`src/rtl/ieu_pkg.sv`:
```
`default_nettype none
// Shared widths, vector types and select encodings of the execution stage.
// Operation selects are one-hot, so at most one position may be set at a time.

package ieu_pkg;

   // Widths fixed by the instruction set
   localparam int unsigned DATA_W = 32;
   localparam int unsigned PC_W = DATA_W - 2;   // Word-aligned instruction address
   localparam int unsigned REG_AW = 5;

   typedef logic [DATA_W-1:0] word_t;
   typedef logic [PC_W-1:0] pc_t;
   typedef logic [REG_AW-1:0] reg_addr_t;

   // Arithmetic select, one-hot
   localparam int unsigned ARITH_OPW = 3;
   localparam int unsigned ARITH_ADD = 0;
   localparam int unsigned ARITH_SUB = 1;
   localparam int unsigned ARITH_CMP = 2;   // Updates the condition flag only

   typedef logic [ARITH_OPW-1:0] arith_opc_t;

   // Logic and shift select, one-hot
   localparam int unsigned LOGIC_OPW = 6;
   localparam int unsigned LOGIC_AND = 0;
   localparam int unsigned LOGIC_OR = 1;
   localparam int unsigned LOGIC_XOR = 2;
   localparam int unsigned LOGIC_SLL = 3;
   localparam int unsigned LOGIC_SRL = 4;
   localparam int unsigned LOGIC_SRA = 5;

   typedef logic [LOGIC_OPW-1:0] logic_opc_t;

   // Access size on the data bus
   typedef enum logic [1:0] {
      SIZE_BYTE = 2'd0,
      SIZE_HALF = 2'd1,
      SIZE_WORD = 2'd2
   } mem_size_t;

   // Load/store FSM states
   typedef enum logic [1:0] {
      LSU_IDLE = 2'd0,
      LSU_REQ = 2'd1,   // Request held on the bus
      LSU_RSP = 2'd2    // Load waits for read data
   } lsu_state_t;

endpackage

`default_nettype wire

```
`src/rtl/ieu_arith.sv`:
```
`timescale 1ns/1ns
`default_nettype none
// Add, subtract and compare, purely combinational.
// Compare result is valid on cc_nxt_o regardless of the select; cc_we_o qualifies it.

module ieu_arith (
   input  ieu_pkg::word_t     operand_1_i,
   input  ieu_pkg::word_t     operand_2_i,
   input  ieu_pkg::arith_opc_t opc_i,
   input  logic               cmp_signed_i,
   output ieu_pkg::word_t     sum_o,
   output logic               cc_nxt_o,
   output logic               cc_we_o
);

   import ieu_pkg::*;

   logic [DATA_W:0] diff;   // Extra bit holds the carry out
   word_t add_res;
   logic unsigned_lt;
   logic signed_lt;
   logic sign_1;
   logic sign_2;

   // op1 - op2 as op1 + ~op2 + 1
   assign diff = {1'b0, operand_1_i} + {1'b0, ~operand_2_i} + 1'b1;
   assign add_res = operand_1_i + operand_2_i;

   assign sign_1 = operand_1_i[DATA_W-1];
   assign sign_2 = operand_2_i[DATA_W-1];

   // No carry out means a borrow, so op1 < op2
   assign unsigned_lt = ~diff[DATA_W];

   // Differing signs decide directly, else the sign of the difference
   assign signed_lt = (sign_1 != sign_2) ? sign_1 : diff[DATA_W-1];

   assign sum_o = opc_i[ARITH_ADD] ? add_res : diff[DATA_W-1:0];

   assign cc_nxt_o = cmp_signed_i ? signed_lt : unsigned_lt;
   assign cc_we_o = opc_i[ARITH_CMP];

endmodule

`default_nettype wire

```
`src/rtl/ieu_logic.sv`:
```
`timescale 1ns/1ns
`default_nettype none
// Bitwise operations and shifts. Shift amount is operand 2 [4:0].
// Output is zero when no select is set.

module ieu_logic (
   input  ieu_pkg::word_t      operand_1_i,
   input  ieu_pkg::word_t      operand_2_i,
   input  ieu_pkg::logic_opc_t opc_i,
   output ieu_pkg::word_t      logic_o
);

   import ieu_pkg::*;

   logic [4:0] shamt;
   word_t and_res;
   word_t or_res;
   word_t xor_res;
   word_t sll_res;
   word_t srl_res;
   word_t sra_res;

   assign shamt = operand_2_i[4:0];

   assign and_res = operand_1_i & operand_2_i;
   assign or_res = operand_1_i | operand_2_i;
   assign xor_res = operand_1_i ^ operand_2_i;
   assign sll_res = operand_1_i << shamt;
   assign srl_res = operand_1_i >> shamt;
   assign sra_res = $signed(operand_1_i) >>> shamt;   // Replicates the sign bit

   // One-hot AND-OR mux
   assign logic_o = ({DATA_W{opc_i[LOGIC_AND]}} & and_res) |
                    ({DATA_W{opc_i[LOGIC_OR]}} & or_res) |
                    ({DATA_W{opc_i[LOGIC_XOR]}} & xor_res) |
                    ({DATA_W{opc_i[LOGIC_SLL]}} & sll_res) |
                    ({DATA_W{opc_i[LOGIC_SRL]}} & srl_res) |
                    ({DATA_W{opc_i[LOGIC_SRA]}} & sra_res);

endmodule

`default_nettype wire

```
`src/rtl/ieu_lsu.sv`:
```
`timescale 1ns/1ns
`default_nettype none
// Load/store unit, one access in flight. Operands must stay stable until done_o.
// The bus returns the whole aligned word; stores get no response.

module ieu_lsu (
   input  logic              clk,
   input  logic              reset_i,
   input  logic              start_i,
   input  logic              load_i,
   input  logic              sign_ext_i,
   input  ieu_pkg::mem_size_t size_i,
   input  ieu_pkg::word_t    operand_1_i,
   input  ieu_pkg::word_t    operand_2_i,
   input  ieu_pkg::word_t    operand_3_i,
   output logic              dbus_req_valid_o,
   input  logic              dbus_req_ready_i,
   output ieu_pkg::word_t    dbus_addr_o,
   output logic              dbus_we_o,
   output ieu_pkg::word_t    dbus_wdata_o,
   output ieu_pkg::mem_size_t dbus_size_o,
   input  logic              dbus_rsp_valid_i,
   input  ieu_pkg::word_t    dbus_rdata_i,
   output logic              dbus_rsp_ready_o,
   output ieu_pkg::word_t    load_data_o,
   output logic              done_o
);

   import ieu_pkg::*;

   lsu_state_t state_q;
   lsu_state_t state_d;
   word_t addr;
   word_t store_data;
   word_t load_ext;
   logic [7:0] load_byte;
   logic [15:0] load_half;
   logic req_fire;
   logic rsp_fire;

   assign addr = operand_1_i + operand_2_i;

   assign req_fire = dbus_req_valid_o & dbus_req_ready_i;
   assign rsp_fire = dbus_rsp_valid_i & dbus_rsp_ready_o;

   // Replicate store data into every lane of its size
   always_comb begin
      case (size_i)
         SIZE_BYTE: store_data = {4{operand_3_i[7:0]}};
         SIZE_HALF: store_data = {2{operand_3_i[15:0]}};
         default:   store_data = operand_3_i;
      endcase
   end

   // Lane select by low address bits
   always_comb begin
      case (addr[1:0])
         2'd0:    load_byte = dbus_rdata_i[7:0];
         2'd1:    load_byte = dbus_rdata_i[15:8];
         2'd2:    load_byte = dbus_rdata_i[23:16];
         default: load_byte = dbus_rdata_i[31:24];
      endcase
      load_half = addr[1] ? dbus_rdata_i[31:16] : dbus_rdata_i[15:0];
      case (size_i)
         SIZE_BYTE: load_ext = {{(DATA_W-8){sign_ext_i & load_byte[7]}}, load_byte};
         SIZE_HALF: load_ext = {{(DATA_W-16){sign_ext_i & load_half[15]}}, load_half};
         default:   load_ext = dbus_rdata_i;
      endcase
   end

   always_comb begin
      state_d = state_q;
      case (state_q)
         LSU_IDLE: begin
            if (start_i) begin
               state_d = LSU_REQ;
            end
         end
         LSU_REQ: begin
            if (req_fire) begin
               state_d = load_i ? LSU_RSP : LSU_IDLE;   // Stores finish on acceptance
            end
         end
         LSU_RSP: begin
            if (dbus_rsp_valid_i) begin
               state_d = LSU_IDLE;
            end
         end
         default: state_d = LSU_IDLE;
      endcase
   end

   always_ff @(posedge clk) begin
      if (reset_i) begin
         state_q <= LSU_IDLE;
         done_o <= 1'b0;
      end else begin
         state_q <= state_d;
         done_o <= (req_fire & ~load_i) | rsp_fire;   // One-cycle pulse
      end
   end

   always_ff @(posedge clk) begin
      if (rsp_fire) begin
         load_data_o <= load_ext;
      end
   end

   assign dbus_req_valid_o = (state_q == LSU_REQ);
   assign dbus_rsp_ready_o = (state_q == LSU_RSP);
   assign dbus_addr_o = addr;
   assign dbus_we_o = ~load_i;
   assign dbus_wdata_o = store_data;
   assign dbus_size_o = size_i;

endmodule

`default_nettype wire

```
`src/rtl/ieu_branch.sv`:
```
`timescale 1ns/1ns
`default_nettype none
// Branch resolution for speculatively fetched jumps, combinational.
// jmprel_i and jmpfar_i are never set together.

module ieu_branch (
   input  logic           valid_i,
   input  logic           jmprel_i,
   input  logic           jmpfar_i,
   input  logic           bcc_i,        // Predicted condition
   input  logic           psr_cc_i,
   input  ieu_pkg::pc_t   spec_tgt_i,
   input  ieu_pkg::word_t operand_1_i,  // Far jump byte address
   output logic           flush_o,
   output ieu_pkg::pc_t   target_o,
   output logic           bpu_wb_o,
   output logic           bpu_hit_o
);

   import ieu_pkg::*;

   pc_t far_tgt;
   logic rel_miss;
   logic far_miss;

   assign far_tgt = operand_1_i[DATA_W-1:2];

   assign rel_miss = jmprel_i & (bcc_i != psr_cc_i);
   assign far_miss = jmpfar_i & (spec_tgt_i != far_tgt);

   assign flush_o = valid_i & (rel_miss | far_miss);

   // Redirect target of the jump being resolved
   assign target_o = ({PC_W{jmprel_i}} & spec_tgt_i) |
                     ({PC_W{jmpfar_i}} & far_tgt);

   assign bpu_wb_o = valid_i & (jmprel_i | jmpfar_i);
   assign bpu_hit_o = ~(rel_miss | far_miss);

endmodule

`default_nettype wire

```
`src/rtl/ieu_top.sv`:
```
`timescale 1ns/1ns
`default_nettype none
// Integer execution stage. Inputs must be held until in_ready_o while in_valid_i.
// Non-memory instructions commit in the cycle they are presented.

module ieu_top (
   input  logic                clk,
   input  logic                reset_i,
   input  logic                in_valid_i,
   output logic                in_ready_o,
   input  ieu_pkg::word_t      operand_1_i,
   input  ieu_pkg::word_t      operand_2_i,
   input  ieu_pkg::word_t      operand_3_i,
   input  ieu_pkg::arith_opc_t arith_opc_i,
   input  logic                cmp_signed_i,
   input  ieu_pkg::logic_opc_t logic_opc_i,
   input  logic                mem_load_i,
   input  logic                mem_store_i,
   input  logic                mem_sign_ext_i,
   input  ieu_pkg::mem_size_t  mem_size_i,
   input  logic                wb_regf_i,
   input  ieu_pkg::reg_addr_t  wb_reg_addr_i,
   input  logic                jmplink_i,
   input  ieu_pkg::pc_t        insn_pc_i,
   input  logic                specul_jmprel_i,
   input  logic                specul_jmpfar_i,
   input  logic                specul_bcc_i,
   input  ieu_pkg::pc_t        specul_tgt_i,
   input  logic                psr_cc_i,
   output logic                regf_we_o,
   output ieu_pkg::reg_addr_t  regf_addr_o,
   output ieu_pkg::word_t      regf_din_o,
   output logic                cc_we_o,
   output logic                cc_nxt_o,
   output logic                dbus_req_valid_o,
   input  logic                dbus_req_ready_i,
   output ieu_pkg::word_t      dbus_addr_o,
   output logic                dbus_we_o,
   output ieu_pkg::word_t      dbus_wdata_o,
   output ieu_pkg::mem_size_t  dbus_size_o,
   input  logic                dbus_rsp_valid_i,
   input  ieu_pkg::word_t      dbus_rdata_i,
   output logic                dbus_rsp_ready_o,
   output logic                flush_o,
   output ieu_pkg::pc_t        flush_tgt_o,
   output logic                bpu_wb_o,
   output logic                bpu_wb_jmprel_o,
   output logic                bpu_wb_hit_o,
   output ieu_pkg::pc_t        bpu_wb_pc_o
);

   import ieu_pkg::*;

   word_t sum;
   logic arith_cc_we;
   word_t logic_res;
   word_t load_data;
   logic lsu_done;
   logic is_mem;
   logic lsu_start;
   logic commit;
   logic sum_sel;
   pc_t link_pc;
   word_t link_addr;

   assign is_mem = mem_load_i | mem_store_i;
   assign lsu_start = in_valid_i & is_mem & ~lsu_done;   // No restart in the done cycle

   ieu_arith u_arith (
      .operand_1_i  (operand_1_i),
      .operand_2_i  (operand_2_i),
      .opc_i        (arith_opc_i),
      .cmp_signed_i (cmp_signed_i),
      .sum_o        (sum),
      .cc_nxt_o     (cc_nxt_o),
      .cc_we_o      (arith_cc_we)
   );

   ieu_logic u_logic (
      .operand_1_i (operand_1_i),
      .operand_2_i (operand_2_i),
      .opc_i       (logic_opc_i),
      .logic_o     (logic_res)
   );

   ieu_lsu u_lsu (
      .clk              (clk),
      .reset_i          (reset_i),
      .start_i          (lsu_start),
      .load_i           (mem_load_i),
      .sign_ext_i       (mem_sign_ext_i),
      .size_i           (mem_size_i),
      .operand_1_i      (operand_1_i),
      .operand_2_i      (operand_2_i),
      .operand_3_i      (operand_3_i),
      .dbus_req_valid_o (dbus_req_valid_o),
      .dbus_req_ready_i (dbus_req_ready_i),
      .dbus_addr_o      (dbus_addr_o),
      .dbus_we_o        (dbus_we_o),
      .dbus_wdata_o     (dbus_wdata_o),
      .dbus_size_o      (dbus_size_o),
      .dbus_rsp_valid_i (dbus_rsp_valid_i),
      .dbus_rdata_i     (dbus_rdata_i),
      .dbus_rsp_ready_o (dbus_rsp_ready_o),
      .load_data_o      (load_data),
      .done_o           (lsu_done)
   );

   ieu_branch u_branch (
      .valid_i     (in_valid_i),
      .jmprel_i    (specul_jmprel_i),
      .jmpfar_i    (specul_jmpfar_i),
      .bcc_i       (specul_bcc_i),
      .psr_cc_i    (psr_cc_i),
      .spec_tgt_i  (specul_tgt_i),
      .operand_1_i (operand_1_i),
      .flush_o     (flush_o),
      .target_o    (flush_tgt_o),
      .bpu_wb_o    (bpu_wb_o),
      .bpu_hit_o   (bpu_wb_hit_o)
   );

   // Byte address of the instruction after the jump
   assign link_pc = insn_pc_i + 1'b1;
   assign link_addr = {link_pc, 2'b00};

   // Memory ops commit on the LSU done pulse
   assign commit = in_valid_i & (is_mem ? lsu_done : 1'b1);

   assign sum_sel = arith_opc_i[ARITH_ADD] | arith_opc_i[ARITH_SUB];

   // logic_res is already zero without a logic select
   assign regf_din_o = ({DATA_W{sum_sel}} & sum) |
                       logic_res |
                       ({DATA_W{mem_load_i}} & load_data) |
                       ({DATA_W{jmplink_i}} & link_addr);

   assign regf_addr_o = wb_reg_addr_i;
   assign regf_we_o = commit & wb_regf_i;
   assign cc_we_o = commit & arith_cc_we;
   assign in_ready_o = commit;

   assign bpu_wb_jmprel_o = specul_jmprel_i;
   assign bpu_wb_pc_o = insn_pc_i;

endmodule

`default_nettype wire

```
`config.mk`:
```
export PLATFORM = sky130hd
export DESIGN_NAME = ieu_top
export DESIGN_NICKNAME = d
export VERILOG_FILES = /design/src/rtl/ieu_pkg.sv /design/src/rtl/ieu_arith.sv /design/src/rtl/ieu_logic.sv /design/src/rtl/ieu_lsu.sv /design/src/rtl/ieu_branch.sv /design/src/rtl/ieu_top.sv
export SDC_FILE = /design/constraint.sdc
export NUM_CORES = 1
export LEC_CHECK = 0
export BUFFER_PORTS_ARGS = -buffer_cell sky130_fd_sc_hd__buf_2
export CAP_MARGIN = 40
export CORE_UTILIZATION = 45
export DETAILED_ROUTE_END_ITERATION = 10
export MAX_ROUTING_LAYER = met4
export PLACE_DENSITY = 0.71
export SKIP_LAST_GASP = 1
export SYNTH_ARGS = -nofsm -noshare
export SYNTH_HDL_FRONTEND = slang
export SYNTH_SLANG_ARGS = --single-unit
```
`constraint.sdc`:
```
create_clock -name clk -period 10 [get_ports clk]
set_input_delay 0.5 -clock clk [delete_from_list [all_inputs] [get_ports clk]]
set_output_delay 0.5 -clock clk [all_outputs]
set_load 0.01 [all_outputs]
```
Word level (Yosys, flattened, before mapping)
Index checks and enable logic that the tools add are counted.

storage, ports and cells
  flip-flop bits (word level) = 35
  bits of input ports = 219
  output and inout port bits = 174
  logic and storage cells = 85

cells by class
  add/subtract/negate cells = 4
  equality and inequality tests = 11
  shifts and indexed selects = 3
  mux-type cells = 13
  bitwise gates (word level) = 47
  reductions and logical operators = 4

operator list
  operator                 count
  $and A32 B32 Y32         10
  $or A32 B32 Y32          9
  $pmux W32 S2             2
  $and A30 B30 Y30         2
  $add A32 B32 Y33         1
  $add A33 B1 Y33 const B  1
  $add A32 B32 Y32         1
  $mux W32                 1
  $not A32 Y32             1
  $shl A32 B5 Y32          1
  $shr A32 B5 Y32          1
  $sshr A32 B5 Y32         1
  $xor A32 B32 Y32         1
  $add A30 B1 Y30 const B  1
  $ne A30 B30 Y1           1
  $or A30 B30 Y30          1
  $pmux W8 S3              1
  $mux W16                 1
  $and A1 B1 Y1            14
  $mux W2                  4
  $eq A2 B1 Y1 const B     3
  $logic_not A2 Y1         3
  $ne A2 B2 Y1 const B     3
  $pmux W2 S3              1
  6 further kinds          17

Depth between registers and ports, before layout
  depth in word-level cells = 10
  depth in mapped cells = 20
  mapped depth without buffers = 15

Cells and area by module
From an unflattened synthesis, not the netlist that was laid out.

unflattened totals
  cell total of the unflattened synthesis = 1983
  area, all modules = 15220.8 µm²

by module, submodules not included
  module      times used  cells an instance  area each (µm²)
  ieu_logic   1           714                5674.2
  ieu_lsu     1           434                3819.9
  ieu_arith   1           551                3643.5
  ieu_top     1           201                1398.8
  ieu_branch  1           83                 684.4

Worst setup path after synthesis
OpenSTA, ideal clock, no wires.

  path type = input-to-output
  start = in operand_2_i[2]
  end = out regf_din_o[31]
  data arrival time = 4.655 ns
  data required time = 9.500 ns
  setup slack = 4.845 ns
  stages on the path = 20
  buffers on the path = 5
  cell sequence = clkbuf_1 > inv_2 > buf_2 > buf_1 > buf_1 > ha_1 > buf_4 > nor3_1 > o311ai_1 > a31oi_1 > nor3b_2 > o21ai_4 > a211o_1 > a311oi_1 > o21bai_1 > fa_1 > nand2_1 > o2111ai_1 > a211oi_1 > nand3_1

on the way
  cells in the longest elaborated chain, start to end = 8
  elaborated cells on any way between the ends = 18
  classes of those cells = add/sub (3); shift (3); mux (1); bitwise (11)

RTL lines
  what                                                         RTL line                          source
  start, declared                                              ieu_top.sv:12                     input ieu_pkg::word_t operand_2_i,
  $not A32 Y32 / $shl A32 B5 Y32 (equally long branches)       ieu_arith.sv:26, ieu_logic.sv:28
  $add A32 B32 Y33 / $and A32 B32 Y32 (equally long branches)  ieu_arith.sv:26, ieu_logic.sv:36
  $add A33 B1 Y33 / $or A32 B32 Y32 (equally long branches)    ieu_arith.sv:26, ieu_logic.sv:35
  $mux W32 / $or A32 B32 Y32 (equally long branches)           ieu_arith.sv:38, ieu_logic.sv:36
  $and A32 B32 Y32 / $or A32 B32 Y32 (equally long branches)   ieu_top.sv:133, ieu_logic.sv:37
  $or A32 B32 Y32 (*)                                          ieu_top.sv:133                    assign regf_din_o = ({DATA_W{sum_sel}} & sum) |
  $or A32 B32 Y32 (*)                                          ieu_top.sv:134                    logic_res |
  $or A32 B32 Y32 (*)                                          ieu_top.sv:135                    ({DATA_W{mem_load_i}} & load_data) |
  end, declared                                                ieu_top.sv:32                     output ieu_pkg::word_t regf_din_o,

Every way passes the cells marked *; elsewhere a longest branch is shown, timed or not.

Final worst setup path
Ends and elaborated chain as after synthesis.

==> metrics.txt <==
Antenna Violating Nets Remaining=0; Routed WL per cell=27.7 µm; Final Slew Violations=0; commonest cells after routing, fill and taps aside=buf_2 (381), nand2_1 (193), nor2_1 (159); total power consumption of the routed design=0.00122 W; utilization after layout=0.524; final critical-path share of the clock period=0.560; signed area change from the synthesized netlist to the final layout=13.4%; Lkg Pwr=6.49 nW; count of endpoints failing hold in the final timing report=0; xor and xnor fraction of the mapped netlist area=0.0636; layout cell share with drive strength beyond 1=0.248; Unique masters post-synth=79; slowest cell on the critical path=o311ai_1; number of H-tree levels=2; initial cell density of the core=0.462; # setup viols final=0; Most used DFF post-synth=edfxtp_1; IO Port Bufs=382; synthesis-stage register bit count=35; number of clock buffers inserted by TritonCTS=5; largest net degree at the start of global routing=80; Max Fclk=0.178 GHz; simple-gate area share of the yosys netlist=0.183; post-detailed-route via-to-cell ratio=6.74; setup total negative slack=0 ns; peak supply drop=0.106 mV; post-synthesis adder-cell area fraction=0.0994; layout net count=2,337; first-pass GRT wire length=94.3 mm; kind of end point of the critical path=output pin; Layout Cell Area excl Fill=14,700 µm²; register area share after synthesis=0.0789; number of enable flip-flop cells after synthesis=32; clk_lat worst skew=0.28 ns; Post-DP HPWL=52.9 mm; class of the worst hold path=input port to register; clock root buffer=clkbuf_16; count of routing violations after the opening detailed-route iteration=2,262; final wirelength=66.4 mm; Core Rows=61; via count=16,200; core region area=28,000 µm²; Placer Congestion=1.08; stage delay of the slowest cell on the critical path=0.58 ns; run status=complete, no violations; maximum buffer depth of the clock tree=2; worst slew margin relative to its limit=0.394; count of hold buffers inserted by post-cts repair=0; multiplexer area fraction after synthesis=0.151; total congestion overflow=0; number of instances in the synthesized netlist=1,812; Critical Setup Path Class=input port to output pin; Mapped Area=12,900 µm²; number of top-level pins=393; shortest clock period the worst path allows after layout=5.60 ns; worst path arrival time=5.10 ns; post-cts sizing count=0; sort of element at the start of the critical path=input port; clock transition at the registers of the reported paths=0.05 ns; synthesized-area fraction occupied by ao, oa, aoi and oai cells=0.316; overall track demand over capacity in global routing=0.448; Reg-to-Reg Start=u_lsu.state_q[1]; die area=29,400 µm²; initial antenna violation count=3; average instance area after synthesis=7.14 µm²; launching instance or port of the critical path=operand_2_i[2]; Worst Tran Pin Value=0.884 ns; cell seen most often among critical-path stages=buf_2; power density of the placed cells=83.1 nW/µm²; vias in the first global route=14,600; TritonCTS sink count=35; post-route clock skew=0.00159 ns; max_cap viols=0; number of post-CTS setup repair buffers=0; DRC=0; largest family of logic cells by synthesized area=compound AO/OA/AOI/OAI gates; Vert. Die Dim=172 µm; total nets after synthesis=2,132; first-pass detailed-route iteration total=6; async set-or-reset flop fraction in the synthesized netlist=0; floorplan die width=172 µm; beginning of the worst hold path=reset_i; YS warnings=0; placed inst area=14,500 µm²; required time of the critical path=9.50 ns; RSZ-0062 raised after global routing=false; crit path max fanout=53; chain of cells forming the critical path=buf_2, buf_4, inv_2, ha_1, nor3_1, o311ai_1, a31oi_1, nor3b_2, o21ai_4, a211o_1, a311oi_1, o21bai_1, fa_1, nand2_1, o2111ai_1, a211oi_1, nand3_1, buf_2; commonest non-fill, non-tap cell in the layout=buf_2; CTS tree=built
==> flip-flops by register name (all words and copies together) (netlist names) <==
register / count
u_lsu.done_o: 1
u_lsu.load_data_o: 32
u_lsu.state_q: 2
==> per-stage QoR <==
stage	instances	hold slack (ns)	setup slack (ns)
detailed placement	2388	0.517	4.58
floorplan	1812	0.467	4.85
global route	2399	0.395	4.17
global placement	2386	0.501	4.55
finish	2399	0.389	4.40
CTS	2396	0.386	4.57
==> critical path, delay by kind of cell <==
kind / cells / cell delay, ns
compound gates: 8 / 2.05
fa+ha+maj: 2 / 0.97
buf+inv: 4 / 0.77
simple gates: 4 / 0.79
==> per-layer routing <==
layer / vias to the layer above / GRT usage / part of all wire
met5: - / - / 0
met1: 7679 / 0.562 / 0.39
li1: 7067 / - / -
met4: 0 / 0.236 / 0.057
met3: 206 / 0.0653 / 0.11
met2: 1227 / 0.696 / 0.45
==> area by class of cell <==
class	instances	area, µm²
flip-flops and latches	35	1020
repair buffers	403	2090
fillers	2851	13300
clock buffers	7	133
multi-input cells	1460	10500
diodes	3	7.51
well taps	378	473
clock inverters	1	5.00
inverters	112	420
==> Yosys cell counts (7+ instances only) <==
cell         n  area [µm²]
a211oi_1    26         195
nand2b_1    11        68.8
nor2_1     159         597
clkbuf_1   112         420
o2111ai_1   17         149
nand3_1     42         210
buf_1       25        93.8
nor3_1      32         160
ha_1        98        1230
edfxtp_1    32         961
a21o_1      12        90.1
nand2_1    193         724
a21oi_1    131         656
inv_1      108         405
nand4_1     21         131
nor4_1       9        56.3
or3_1        7        43.8
o21a_1       8        60.1
a22o_1      34         298
buf_4       52         390
and3_1       9        56.3
a221oi_1    31         272
a22oi_1     23         173
xnor2_1     67         587
o21ai_0    132         661
a211o_1      8        70.1
o31ai_1     10        75.1
o21bai_1    16         120
xor2_1      27         236
o211ai_1    30         225
mux2_2      32         360
o221ai_1    12         105
buf_2       14        70.1
a31oi_1     11        68.8
mux2i_1     67         671
o22ai_1     14        87.6
nor2b_1     16         100
a221o_1     20         200
mux4_2      41         923
==> report_power, final <==
group | switching [W] | internal (W)
Sequential | 0.00000116 | 0.000164
Combinational | 0.000584 | 0.000323
Clock | 0.0000559 | 0.0000919
Total | 0.000641 | 0.000578
==> worst paths after layout <==
check                                            end  depth (start not counted)  slack, ns
worst max-delay path                  regf_din_o[31]                         18       4.40
worst min register to register      u_lsu.state_q[0]                          1       0.53
worst min-delay path                    u_lsu.done_o                          2       0.39
worst max register to register  u_lsu.load_data_o[2]                          3       8.47
==> cells by family after synthesis <==
logic type | Yosys count
and+or+nand+nor | 527
adders and majority gates | 101
DFF | 35
buffers and inverters | 317
muxes | 140
xor gates and xnor gates | 94
AOI/OAI and AO/OA | 598
Note: power is estimated with default switching activity, not from simulation.
